<file path="config.mk">
export PLATFORM = sky130hd
export DESIGN_NAME = peripheral_subsystem
export DESIGN_NICKNAME = d
export VERILOG_FILES = /design/src/common/periph_pkg.sv /design/src/rtl/periph_bridge.sv /design/src/soc_ctrl/soc_ctrl.sv /design/src/gpio/gpio.sv /design/src/timer/periph_timer.sv /design/src/rtl/irq_ctrl.sv /design/src/rtl/peripheral_subsystem.sv
export VERILOG_INCLUDE_DIRS = /design/src /design/src/common
export SDC_FILE = /design/constraint.sdc
export NUM_CORES = 1
export LEC_CHECK = 0
export BUFFER_PORTS_ARGS = -buffer_cell sky130_fd_sc_hd__buf_4
export CAP_MARGIN = 20
export CORE_MARGIN = 2
export CORE_UTILIZATION = 60
export CTS_BUF_LIST = sky130_fd_sc_hd__clkbuf_4 sky130_fd_sc_hd__clkbuf_8
export CTS_CLUSTER_DIAMETER = 120
export DETAILED_ROUTE_END_ITERATION = 8
export GPL_ROUTABILITY_DRIVEN = 0
export PLACE_DENSITY = 0.78
export SLEW_MARGIN = 20
export SYNTH_ARGS = -nofsm -noshare
export SYNTH_HDL_FRONTEND = slang
export SYNTH_HIERARCHICAL = 1
export SYNTH_SLANG_ARGS = --single-unit
</file>
<file path="constraint.sdc">
create_clock -name clk_i -period 3.4 [get_ports clk_i]
set_input_delay 0.34 -clock clk_i [delete_from_list [all_inputs] [get_ports clk_i]]
set_output_delay 0.34 -clock clk_i [all_outputs]
set_load 0.1 [all_outputs]
</file>
<file path="src/common/periph_macros.svh">
/*
 * Peripheral subsystem address map, register offsets and sizes
 */

`ifndef PERIPH_MACROS_SVH
`define PERIPH_MACROS_SVH

// Block windows, bits 13..12 pick the block
`define PERIPH_WIN_MASK 32'hFFFF_F000
`define SOC_CTRL_BASE   32'h0000_0000
`define GPIO_BASE       32'h0000_1000
`define TIMER_BASE      32'h0000_2000
`define IRQ_BASE        32'h0000_3000

`define GPIO_WIDTH  8
`define NUM_IRQ_SRC 12
`define EXT_IRQ_NUM 2

`define SOC_EXIT_VALID_OFS 12'h000
`define SOC_EXIT_VALUE_OFS 12'h004
`define SOC_BOOT_SEL_OFS   12'h008
`define SOC_SCRATCH_OFS    12'h00C

`define GPIO_IN_OFS         12'h000
`define GPIO_OUT_OFS        12'h004
`define GPIO_OE_OFS         12'h008
`define GPIO_INTR_EN_OFS    12'h00C
`define GPIO_INTR_STATE_OFS 12'h010

`define TMR_CTRL_OFS     12'h000
`define TMR_PRESCALE_OFS 12'h004
`define TMR_COUNT_OFS    12'h008
`define TMR_COMPARE_OFS  12'h00C

`define IRQ_PENDING_OFS 12'h000
`define IRQ_ENABLE_OFS  12'h004
`define IRQ_CLAIM_OFS   12'h008
`define IRQ_MSIP_OFS    12'h00C

`endif

</file>
<file path="src/common/periph_pkg.sv">
/*
 * Peripheral subsystem types
 * Upstream and register bus structs, word typedefs and bridge FSM states
 */

`default_nettype none

package periph_pkg;

  typedef logic [31:0] addr_t;
  typedef logic [31:0] data_t;

  // Interrupt source ID, 0 is reserved for none
  typedef logic [3:0] irq_id_t;

  typedef struct packed {
    logic  req;
    logic  we;
    addr_t addr;
    data_t wdata;
  } obi_req_t;

  typedef struct packed {
    logic  gnt;
    logic  rvalid;
    data_t rdata;
    logic  err;
  } obi_rsp_t;

  // Offset inside the 4 KiB block window
  typedef struct packed {
    logic        valid;
    logic        write;
    logic [11:0] addr;
    data_t       wdata;
  } reg_req_t;

  typedef struct packed {
    logic  ready;
    data_t rdata;
    logic  error;
  } reg_rsp_t;

  typedef enum logic {
    BR_IDLE,
    BR_RESP
  } bridge_state_e;

endpackage : periph_pkg

`default_nettype wire

</file>
<file path="src/rtl/periph_bridge.sv">
/*
 * Peripheral bridge
 * Grants one upstream access at a time and forwards it to one register block
 */

`timescale 1ns/1ps
`default_nettype none

`include "periph_macros.svh"

module periph_bridge
  import periph_pkg::*;
(
  input  logic     clk_i,
  input  logic     arst_n_i,

  input  obi_req_t obi_req_i,
  output obi_rsp_t obi_rsp_o,

  output reg_req_t soc_req_o,
  output reg_req_t gpio_req_o,
  output reg_req_t timer_req_o,
  output reg_req_t irq_req_o,

  input  reg_rsp_t soc_rsp_i,
  input  reg_rsp_t gpio_rsp_i,
  input  reg_rsp_t timer_rsp_i,
  input  reg_rsp_t irq_rsp_i
);

  bridge_state_e state_q;
  bridge_state_e state_d;
  logic          grant;
  logic [3:0]    blk_sel;
  reg_req_t      req_base;
  reg_rsp_t      blk_rsp;
  data_t         rdata_q;
  logic          err_q;

  assign grant = (state_q == BR_IDLE) && obi_req_i.req;

  // One-hot block select, nothing selected for out-of-map addresses
  always_comb begin
    case (obi_req_i.addr & `PERIPH_WIN_MASK)
      `SOC_CTRL_BASE: blk_sel = 4'b0001;
      `GPIO_BASE:     blk_sel = 4'b0010;
      `TIMER_BASE:    blk_sel = 4'b0100;
      `IRQ_BASE:      blk_sel = 4'b1000;
      default:        blk_sel = 4'b0000;
    endcase
  end

  always_comb begin
    req_base.valid = 1'b0;
    req_base.write = obi_req_i.we;
    req_base.addr  = obi_req_i.addr[11:0];
    req_base.wdata = obi_req_i.wdata;

    soc_req_o         = req_base;
    soc_req_o.valid   = grant & blk_sel[0];
    gpio_req_o        = req_base;
    gpio_req_o.valid  = grant & blk_sel[1];
    timer_req_o       = req_base;
    timer_req_o.valid = grant & blk_sel[2];
    irq_req_o         = req_base;
    irq_req_o.valid   = grant & blk_sel[3];
  end

  always_comb begin
    case (blk_sel)
      4'b0001: blk_rsp = soc_rsp_i;
      4'b0010: blk_rsp = gpio_rsp_i;
      4'b0100: blk_rsp = timer_rsp_i;
      4'b1000: blk_rsp = irq_rsp_i;
      default: blk_rsp = '{ready: 1'b1, rdata: '0, error: 1'b1};
    endcase
  end

  always_comb begin
    state_d = state_q;
    case (state_q)
      BR_IDLE: if (grant) state_d = BR_RESP;
      BR_RESP: state_d = BR_IDLE;
      default: state_d = BR_IDLE;
    endcase
  end

  always_ff @(posedge clk_i or negedge arst_n_i) begin
    if (!arst_n_i) begin
      state_q <= BR_IDLE;
    end else begin
      state_q <= state_d;
    end
  end

  // A missing ready counts as an error too
  always_ff @(posedge clk_i) begin
    if (grant) begin
      err_q   <= blk_rsp.error | ~blk_rsp.ready;
      rdata_q <= (blk_rsp.error | ~blk_rsp.ready) ? '0 : blk_rsp.rdata;
    end
  end

  assign obi_rsp_o.gnt    = grant;
  assign obi_rsp_o.rvalid = (state_q == BR_RESP);
  assign obi_rsp_o.rdata  = rdata_q;
  assign obi_rsp_o.err    = err_q;

endmodule : periph_bridge

`default_nettype wire

</file>
<file path="src/soc_ctrl/soc_ctrl.sv">
/*
 * SoC control block
 * Exit status for the simulator, boot select readback and a scratch word
 */

`timescale 1ns/1ps
`default_nettype none

`include "periph_macros.svh"

module soc_ctrl
  import periph_pkg::*;
(
  input  logic     clk_i,
  input  logic     arst_n_i,
  input  logic     boot_select_i,
  input  reg_req_t reg_req_i,
  output reg_rsp_t reg_rsp_o,
  output logic     exit_valid_o,
  output data_t    exit_value_o
);

  logic  exit_valid_q;
  data_t exit_value_q;
  data_t scratch_q;
  logic  wr_en;

  assign wr_en = reg_req_i.valid & reg_req_i.write;

  always_ff @(posedge clk_i or negedge arst_n_i) begin
    if (!arst_n_i) begin
      exit_valid_q <= 1'b0;
      exit_value_q <= '0;
      scratch_q    <= '0;
    end else if (wr_en) begin
      case (reg_req_i.addr)
        `SOC_EXIT_VALID_OFS: exit_valid_q <= reg_req_i.wdata[0];
        `SOC_EXIT_VALUE_OFS: exit_value_q <= reg_req_i.wdata;
        `SOC_SCRATCH_OFS:    scratch_q    <= reg_req_i.wdata;
        default: ;
      endcase
    end
  end

  always_comb begin
    reg_rsp_o.ready = reg_req_i.valid;
    reg_rsp_o.error = 1'b0;
    case (reg_req_i.addr)
      `SOC_EXIT_VALID_OFS: reg_rsp_o.rdata = data_t'(exit_valid_q);
      `SOC_EXIT_VALUE_OFS: reg_rsp_o.rdata = exit_value_q;
      `SOC_BOOT_SEL_OFS:   reg_rsp_o.rdata = data_t'(boot_select_i);
      `SOC_SCRATCH_OFS:    reg_rsp_o.rdata = scratch_q;
      default: begin
        reg_rsp_o.rdata = '0;
        reg_rsp_o.error = reg_req_i.valid;
      end
    endcase
  end

  assign exit_valid_o = exit_valid_q;
  assign exit_value_o = exit_value_q;

endmodule : soc_ctrl

`default_nettype wire

</file>
<file path="src/gpio/gpio.sv">
/*
 * GPIO block
 * Synchronized inputs, output and enable registers, rising-edge interrupts
 */

`timescale 1ns/1ps
`default_nettype none

`include "periph_macros.svh"

module gpio
  import periph_pkg::*;
(
  input  logic                   clk_i,
  input  logic                   arst_n_i,
  input  reg_req_t               reg_req_i,
  output reg_rsp_t               reg_rsp_o,
  input  logic [`GPIO_WIDTH-1:0] gpio_i,
  output logic [`GPIO_WIDTH-1:0] gpio_o,
  output logic [`GPIO_WIDTH-1:0] gpio_en_o,
  output logic [`GPIO_WIDTH-1:0] intr_o
);

  logic [`GPIO_WIDTH-1:0] sync_q1;
  logic [`GPIO_WIDTH-1:0] data_in_q;
  logic [`GPIO_WIDTH-1:0] data_in_prev_q;
  logic [`GPIO_WIDTH-1:0] out_q;
  logic [`GPIO_WIDTH-1:0] oe_q;
  logic [`GPIO_WIDTH-1:0] intr_en_q;
  logic [`GPIO_WIDTH-1:0] intr_state_q;
  logic [`GPIO_WIDTH-1:0] rise;
  logic [`GPIO_WIDTH-1:0] wdata;
  logic [`GPIO_WIDTH-1:0] state_clr;
  logic                   wr_en;

  assign wr_en = reg_req_i.valid & reg_req_i.write;
  assign wdata = reg_req_i.wdata[`GPIO_WIDTH-1:0];
  assign rise  = data_in_q & ~data_in_prev_q;

  // Write one to clear
  assign state_clr = (wr_en && reg_req_i.addr == `GPIO_INTR_STATE_OFS) ? wdata : '0;

  // Two-flop synchronizer plus one stage for edge detection
  always_ff @(posedge clk_i or negedge arst_n_i) begin
    if (!arst_n_i) begin
      sync_q1        <= '0;
      data_in_q      <= '0;
      data_in_prev_q <= '0;
    end else begin
      sync_q1        <= gpio_i;
      data_in_q      <= sync_q1;
      data_in_prev_q <= data_in_q;
    end
  end

  always_ff @(posedge clk_i or negedge arst_n_i) begin
    if (!arst_n_i) begin
      out_q        <= '0;
      oe_q         <= '0;
      intr_en_q    <= '0;
      intr_state_q <= '0;
    end else begin
      if (wr_en) begin
        case (reg_req_i.addr)
          `GPIO_OUT_OFS:     out_q     <= wdata;
          `GPIO_OE_OFS:      oe_q      <= wdata;
          `GPIO_INTR_EN_OFS: intr_en_q <= wdata;
          default: ;
        endcase
      end
      // A new edge wins over a clear in the same cycle
      intr_state_q <= (intr_state_q & ~state_clr) | rise;
    end
  end

  always_comb begin
    reg_rsp_o.ready = reg_req_i.valid;
    reg_rsp_o.error = 1'b0;
    case (reg_req_i.addr)
      `GPIO_IN_OFS:         reg_rsp_o.rdata = data_t'(data_in_q);
      `GPIO_OUT_OFS:        reg_rsp_o.rdata = data_t'(out_q);
      `GPIO_OE_OFS:         reg_rsp_o.rdata = data_t'(oe_q);
      `GPIO_INTR_EN_OFS:    reg_rsp_o.rdata = data_t'(intr_en_q);
      `GPIO_INTR_STATE_OFS: reg_rsp_o.rdata = data_t'(intr_state_q);
      default: begin
        reg_rsp_o.rdata = '0;
        reg_rsp_o.error = reg_req_i.valid;
      end
    endcase
  end

  assign gpio_o    = out_q;
  assign gpio_en_o = oe_q;
  assign intr_o    = intr_state_q & intr_en_q;

endmodule : gpio

`default_nettype wire

</file>
<file path="src/timer/periph_timer.sv">
/*
 * Timer block
 * Prescaled up-counter with a registered compare interrupt
 */

`timescale 1ns/1ps
`default_nettype none

`include "periph_macros.svh"

module periph_timer
  import periph_pkg::*;
(
  input  logic     clk_i,
  input  logic     arst_n_i,
  input  reg_req_t reg_req_i,
  output reg_rsp_t reg_rsp_o,
  output logic     irq_timer_o
);

  logic  enable_q;
  data_t prescale_q;
  data_t presc_cnt_q;
  data_t count_q;
  data_t compare_q;
  logic  irq_q;
  logic  tick;
  logic  wr_en;

  assign wr_en = reg_req_i.valid & reg_req_i.write;
  assign tick  = enable_q && (presc_cnt_q >= prescale_q);

  always_ff @(posedge clk_i or negedge arst_n_i) begin
    if (!arst_n_i) begin
      enable_q    <= 1'b0;
      prescale_q  <= '0;
      presc_cnt_q <= '0;
      count_q     <= '0;
      compare_q   <= '1;
      irq_q       <= 1'b0;
    end else begin
      // Prescaler wraps after PRESCALE+1 enabled cycles
      if (tick) begin
        presc_cnt_q <= '0;
        count_q     <= count_q + 32'd1;
      end else if (enable_q) begin
        presc_cnt_q <= presc_cnt_q + 32'd1;
      end
      irq_q <= enable_q && (count_q >= compare_q);
      if (wr_en) begin
        case (reg_req_i.addr)
          `TMR_CTRL_OFS: enable_q <= reg_req_i.wdata[0];
          `TMR_PRESCALE_OFS: begin
            prescale_q  <= reg_req_i.wdata;
            presc_cnt_q <= '0;
          end
          `TMR_COUNT_OFS: begin
            count_q <= reg_req_i.wdata;
            irq_q   <= 1'b0;
          end
          `TMR_COMPARE_OFS: begin
            compare_q <= reg_req_i.wdata;
            irq_q     <= 1'b0;
          end
          default: ;
        endcase
      end
    end
  end

  always_comb begin
    reg_rsp_o.ready = reg_req_i.valid;
    reg_rsp_o.error = 1'b0;
    case (reg_req_i.addr)
      `TMR_CTRL_OFS:     reg_rsp_o.rdata = data_t'(enable_q);
      `TMR_PRESCALE_OFS: reg_rsp_o.rdata = prescale_q;
      `TMR_COUNT_OFS:    reg_rsp_o.rdata = count_q;
      `TMR_COMPARE_OFS:  reg_rsp_o.rdata = compare_q;
      default: begin
        reg_rsp_o.rdata = '0;
        reg_rsp_o.error = reg_req_i.valid;
      end
    endcase
  end

  assign irq_timer_o = irq_q;

endmodule : periph_timer

`default_nettype wire

</file>
<file path="src/rtl/irq_ctrl.sv">
/*
 * Interrupt controller
 * Pending latch, enable mask, claim by lowest ID and a software interrupt bit
 */

`timescale 1ns/1ps
`default_nettype none

`include "periph_macros.svh"

module irq_ctrl
  import periph_pkg::*;
(
  input  logic                    clk_i,
  input  logic                    arst_n_i,
  input  reg_req_t                reg_req_i,
  output reg_rsp_t                reg_rsp_o,
  input  logic [`NUM_IRQ_SRC-1:0] intr_src_i,
  output logic                    irq_o,
  output logic                    msip_o
);

  logic [`NUM_IRQ_SRC-1:0] src_q;
  logic [`NUM_IRQ_SRC-1:0] pending_q;
  logic [`NUM_IRQ_SRC-1:0] enable_q;
  logic [`NUM_IRQ_SRC-1:0] pend_set;
  logic [`NUM_IRQ_SRC-1:0] pend_clr;
  logic                    msip_q;
  logic                    irq_q;
  logic                    wr_en;
  logic                    claim_rd;
  irq_id_t                 claim_id;

  assign wr_en    = reg_req_i.valid & reg_req_i.write;
  assign claim_rd = reg_req_i.valid & ~reg_req_i.write & (reg_req_i.addr == `IRQ_CLAIM_OFS);

  // Latch on a source going high, so a held source is not claimed twice
  // ID 0 never pends
  assign pend_set = intr_src_i & ~src_q & ~`NUM_IRQ_SRC'(1);

  // Lowest pending and enabled ID
  always_comb begin
    claim_id = '0;
    for (int i = `NUM_IRQ_SRC - 1; i > 0; i--) begin
      if (pending_q[i] && enable_q[i]) claim_id = irq_id_t'(i);
    end
  end

  always_comb begin
    pend_clr = '0;
    if (claim_rd && claim_id != '0) pend_clr[claim_id] = 1'b1;
  end

  always_ff @(posedge clk_i or negedge arst_n_i) begin
    if (!arst_n_i) begin
      src_q     <= '0;
      pending_q <= '0;
      enable_q  <= '0;
      msip_q    <= 1'b0;
      irq_q     <= 1'b0;
    end else begin
      src_q     <= intr_src_i;
      pending_q <= (pending_q & ~pend_clr) | pend_set;
      irq_q     <= |(pending_q & enable_q);
      if (wr_en && reg_req_i.addr == `IRQ_ENABLE_OFS) enable_q <= reg_req_i.wdata[`NUM_IRQ_SRC-1:0];
      if (wr_en && reg_req_i.addr == `IRQ_MSIP_OFS) msip_q <= reg_req_i.wdata[0];
    end
  end

  always_comb begin
    reg_rsp_o.ready = reg_req_i.valid;
    reg_rsp_o.error = 1'b0;
    case (reg_req_i.addr)
      `IRQ_PENDING_OFS: reg_rsp_o.rdata = data_t'(pending_q);
      `IRQ_ENABLE_OFS:  reg_rsp_o.rdata = data_t'(enable_q);
      `IRQ_CLAIM_OFS:   reg_rsp_o.rdata = data_t'(claim_id);
      `IRQ_MSIP_OFS:    reg_rsp_o.rdata = data_t'(msip_q);
      default: begin
        reg_rsp_o.rdata = '0;
        reg_rsp_o.error = reg_req_i.valid;
      end
    endcase
  end

  assign irq_o  = irq_q;
  assign msip_o = msip_q;

endmodule : irq_ctrl

`default_nettype wire

</file>
<file path="src/rtl/peripheral_subsystem.sv">
/*
 * Peripheral subsystem top
 * Bridge, SoC control, GPIO, timer and interrupt controller
 */

`timescale 1ns/1ps
`default_nettype none

`include "periph_macros.svh"

module peripheral_subsystem
  import periph_pkg::*;
(
  input  logic                    clk_i,
  input  logic                    arst_n_i,
  input  logic                    boot_select_i,

  input  obi_req_t                obi_req_i,
  output obi_rsp_t                obi_rsp_o,

  output logic                    exit_valid_o,
  output data_t                   exit_value_o,

  input  logic [`GPIO_WIDTH-1:0]  gpio_i,
  output logic [`GPIO_WIDTH-1:0]  gpio_o,
  output logic [`GPIO_WIDTH-1:0]  gpio_en_o,

  input  logic [`EXT_IRQ_NUM-1:0] ext_irq_i,
  output logic                    irq_o,
  output logic                    msip_o,
  output logic                    irq_timer_o
);

  reg_req_t soc_req;
  reg_req_t gpio_req;
  reg_req_t timer_req;
  reg_req_t irq_req;
  reg_rsp_t soc_rsp;
  reg_rsp_t gpio_rsp;
  reg_rsp_t timer_rsp;
  reg_rsp_t irq_rsp;

  logic [`GPIO_WIDTH-1:0]  gpio_intr;
  logic [`NUM_IRQ_SRC-1:0] intr_vector;

  // ID 0 is reserved, then timer, GPIO pins and external lines
  assign intr_vector = {ext_irq_i, gpio_intr, irq_timer_o, 1'b0};

  periph_bridge periph_bridge_i (
    .clk_i,
    .arst_n_i,
    .obi_req_i,
    .obi_rsp_o,
    .soc_req_o  (soc_req),
    .gpio_req_o (gpio_req),
    .timer_req_o(timer_req),
    .irq_req_o  (irq_req),
    .soc_rsp_i  (soc_rsp),
    .gpio_rsp_i (gpio_rsp),
    .timer_rsp_i(timer_rsp),
    .irq_rsp_i  (irq_rsp)
  );

  soc_ctrl soc_ctrl_i (
    .clk_i,
    .arst_n_i,
    .boot_select_i,
    .reg_req_i(soc_req),
    .reg_rsp_o(soc_rsp),
    .exit_valid_o,
    .exit_value_o
  );

  gpio gpio_i0 (
    .clk_i,
    .arst_n_i,
    .reg_req_i(gpio_req),
    .reg_rsp_o(gpio_rsp),
    .gpio_i,
    .gpio_o,
    .gpio_en_o,
    .intr_o   (gpio_intr)
  );

  periph_timer periph_timer_i (
    .clk_i,
    .arst_n_i,
    .reg_req_i(timer_req),
    .reg_rsp_o(timer_rsp),
    .irq_timer_o
  );

  irq_ctrl irq_ctrl_i (
    .clk_i,
    .arst_n_i,
    .reg_req_i (irq_req),
    .reg_rsp_o (irq_rsp),
    .intr_src_i(intr_vector),
    .irq_o,
    .msip_o
  );

endmodule : peripheral_subsystem

`default_nettype wire

</file>
==> out/qor.csv <==
metric;value;unit
outcome;finished, final reports clean;
Worst path max stage delay;0.54;ns
met1 Use GR;40.2;%
Slowest-stage cell, CP;a2111oi_0;
TNS Setup;0;ns
Worst setup EP type;flip-flop;
Max Root-Sink Buffers;3;
Final setup viols;0;
CP top delay family;compound AO/OA/AOI/OAI gates;
core area;32500;um^2
Layout Utilization;66.3;%
Worst path most repeated cell;buf_12;
H-tree depth;2;
Placed Cells;2249;
GR peak layer;met2;
global-route wire length before repair;77800;um
die area;34500;um^2
Worst Hold Launch;obi_req_i[8];
maximum fanout along the worst path;32;
Total GRT Usage;29.1;%
gr ovfl total;0;
Clock Latency Late Sink;0.60;ns
Final Hold Vio Count;0;
post-DR wirelength/cell;20.8;um
largest vdd supply drop;290;uV
initial antenna violation count;4;
area post-placement;20300;um^2
area grow syn2layout;9.01;%
share of cells above drive strength 1;31.5;%
cts bufs inserted;52;
I/O pin count;166;
element type at the critical path start;flip-flop;
RSZ-0062 raised after global routing;false;
Post-Syn Instances;1831;
root buf cell;clkbuf_8;
Worst Path Required;3.92;ns
Post-route DRC;0;
Max Clk Rate;0.315;GHz
Ys Warns;6;
final instance area;21600;um^2
met2 Track Usage GR;44.9;%
CTS tree;built;
final worst slack;0.226;ns
clock transition at the registers of the reported paths;0.07;ns
Worst-Margin Slew;1.03;ns
number of I/O port buffers;165;
Leak Pwr;9.29;nW
Horiz. Die Dim;186;um
Reg-to-Reg Start;periph_timer_i/presc_cnt_q[0];
Sw Ratio;24.6;%
clock skew;0.0245;ns
min Tclk post-route;3.17;ns
1st-iter DRT viols;1344;
Clk pwr share;43.6;%
GRT met3 Usage;7.34;%
Vias/cell;5.98;
Via Count;14159;
Final Max Tran Viols;0;
Mapped Area;19800;um^2
post-route ant nets;0;
clock tree sinks;322;
DP HPWL;34400;um
CP bufs+invs;3;
fin cells;2366;
CP Class;flip-flop to flip-flop;
CP Cell Sequence;inv_1, ha_1, nand2b_1, a2111oi_0, o41ai_1, o311ai_4, buf_12, a21boi_1, or2_1, buf_12, nor2_1;
part of the power in registers;48.5;%
NetSw;1.99;mW
worst rel slew slack;31.1;%
P per Cell Area;376;nW/um^2
number of nets in the layout;2025;
Starting Density;60.9;%
Period Utilization, post-route;93.3;%
site row count;66;
die height;186;um
CP startpoint;periph_timer_i/presc_cnt_q[0];
combinational share of power;7.9;%
First-pass DRT Iterations;5;
largest net degree at the start of global routing;97;
internal power;6.11;mW
Hold/Removal Path Class;input port to flip-flop;
Total Routed Length;49200;um
Arr. time, crit path;3.69;ns
max-cap violations;0;
Post-Syn Area per Cell;10.8;um^2
vias in the first global route;13989;
DP Worst Slack;0.250;ns
[flip-flops by register name, indices dropped and copies added (netlist names), 11 cells and up]
| name | count |
|---|---|
| periph_bridge_i/rdata_q | 32 |
| periph_timer_i/compare_q | 32 |
| periph_timer_i/count_q | 32 |
| periph_timer_i/presc_cnt_q | 32 |
| periph_timer_i/prescale_q | 32 |
| soc_ctrl_i/exit_value_o | 32 |
| soc_ctrl_i/scratch_q | 32 |
| irq_ctrl_i/enable_q | 12 |
| irq_ctrl_i/pending_q | 12 |
| irq_ctrl_i/src_q | 11 |
[power by group through the flow]
stage,sequential [mW],combinational (mW),clock [mW]
5_1_grt,3.94,0.681,3.78
3_5_place_dp,4.01,0.617,0
3_3_place_gp,4.00,0.612,0
2_1_floorplan,4.12,0.371,0
6_report,3.94,0.641,3.53
4_1_cts,3.94,0.636,3.59
[metal layers]
metal | up-vias | routed length [um] | share of wire (%)
met5 | - | 13 | 0.026
met1 | 7023 | 20400 | 41
met2 | 673 | 22600 | 46
li1 | 6368 | - | -
met3 | 93 | 4800 | 9.8
met4 | 2 | 1380 | 2.8
[path summary, 6_finish.rpt]
path / endpoint / slack (ns) / cells after the start
max: periph_timer_i/presc_cnt_q[31] / 0.23 / 11
min: periph_timer_i/prescale_q[8] / 0.03 / 3
max reg2reg: periph_timer_i/presc_cnt_q[31] / 0.23 / 11
min reg2reg: gpio_i0/data_in_q[5] / 0.35 / 0
min in group asynchronous: periph_timer_i/presc_cnt_q[23] / 0.26 / 2
max in group asynchronous: gpio_i0/data_in_prev_q[5] / 2.25 / 3
[what timing repair did]
| action | CTS | global route |
|---|---|---|
| gates resized for setup | 0 | 0 |
| hold buffers | 19 | 0 |
| setup buffers | 0 | 0 |
| hold endpoints to repair | 76 | 0 |
[cell type report]
cell class | instances | area (um^2)
Fill cell | 2450 | 11000
Multi-Input combinational cell | 1167 | 9380
Sequential cell | 322 | 8260
Timing Repair Buffer | 231 | 1880
Clock buffer | 92 | 1080
Tap cell | 442 | 553
Inverter | 106 | 398
Clock inverter | 4 | 26.3
Antenna cell | 2 | 5.00
[tightest hold or removal path, delay by kind of cell]
family / cells / cell delay [ns]
AOI/OAI and AO/OA: 1 / 0.07
and+or+nand+nor: 1 / 0.05
buffers and inverters: 1 / 0.13
[cell usage in the layout (no fill, tap or decap), types with 33 or more instances in the layout]
cell type	instances
conb_1	44
xnor2_1	38
nand3_1	34
ha_1	66
nand2_1	141
dfrtp_1	257
a21oi_1	43
mux4_2	34
o21ai_0	93
buf_4	204
nor2_1	123
clkbuf_8	63
inv_1	105
edfxtp_1	33
mux2_2	81
a22oi_1	73
mux2_4	70
[stage by stage]
step / total power [mW] / hold WS (ns)
6_report: 8.11 / 0.0329
5_1_grt: 8.40 / 0.00261
4_1_cts: 8.16 / 0.00281
3_5_place_dp: 4.62 / 0.308
3_3_place_gp: 4.62 / 0.305
2_1_floorplan: 4.49 / 0.0444
(Power assumes the default switching activity.)
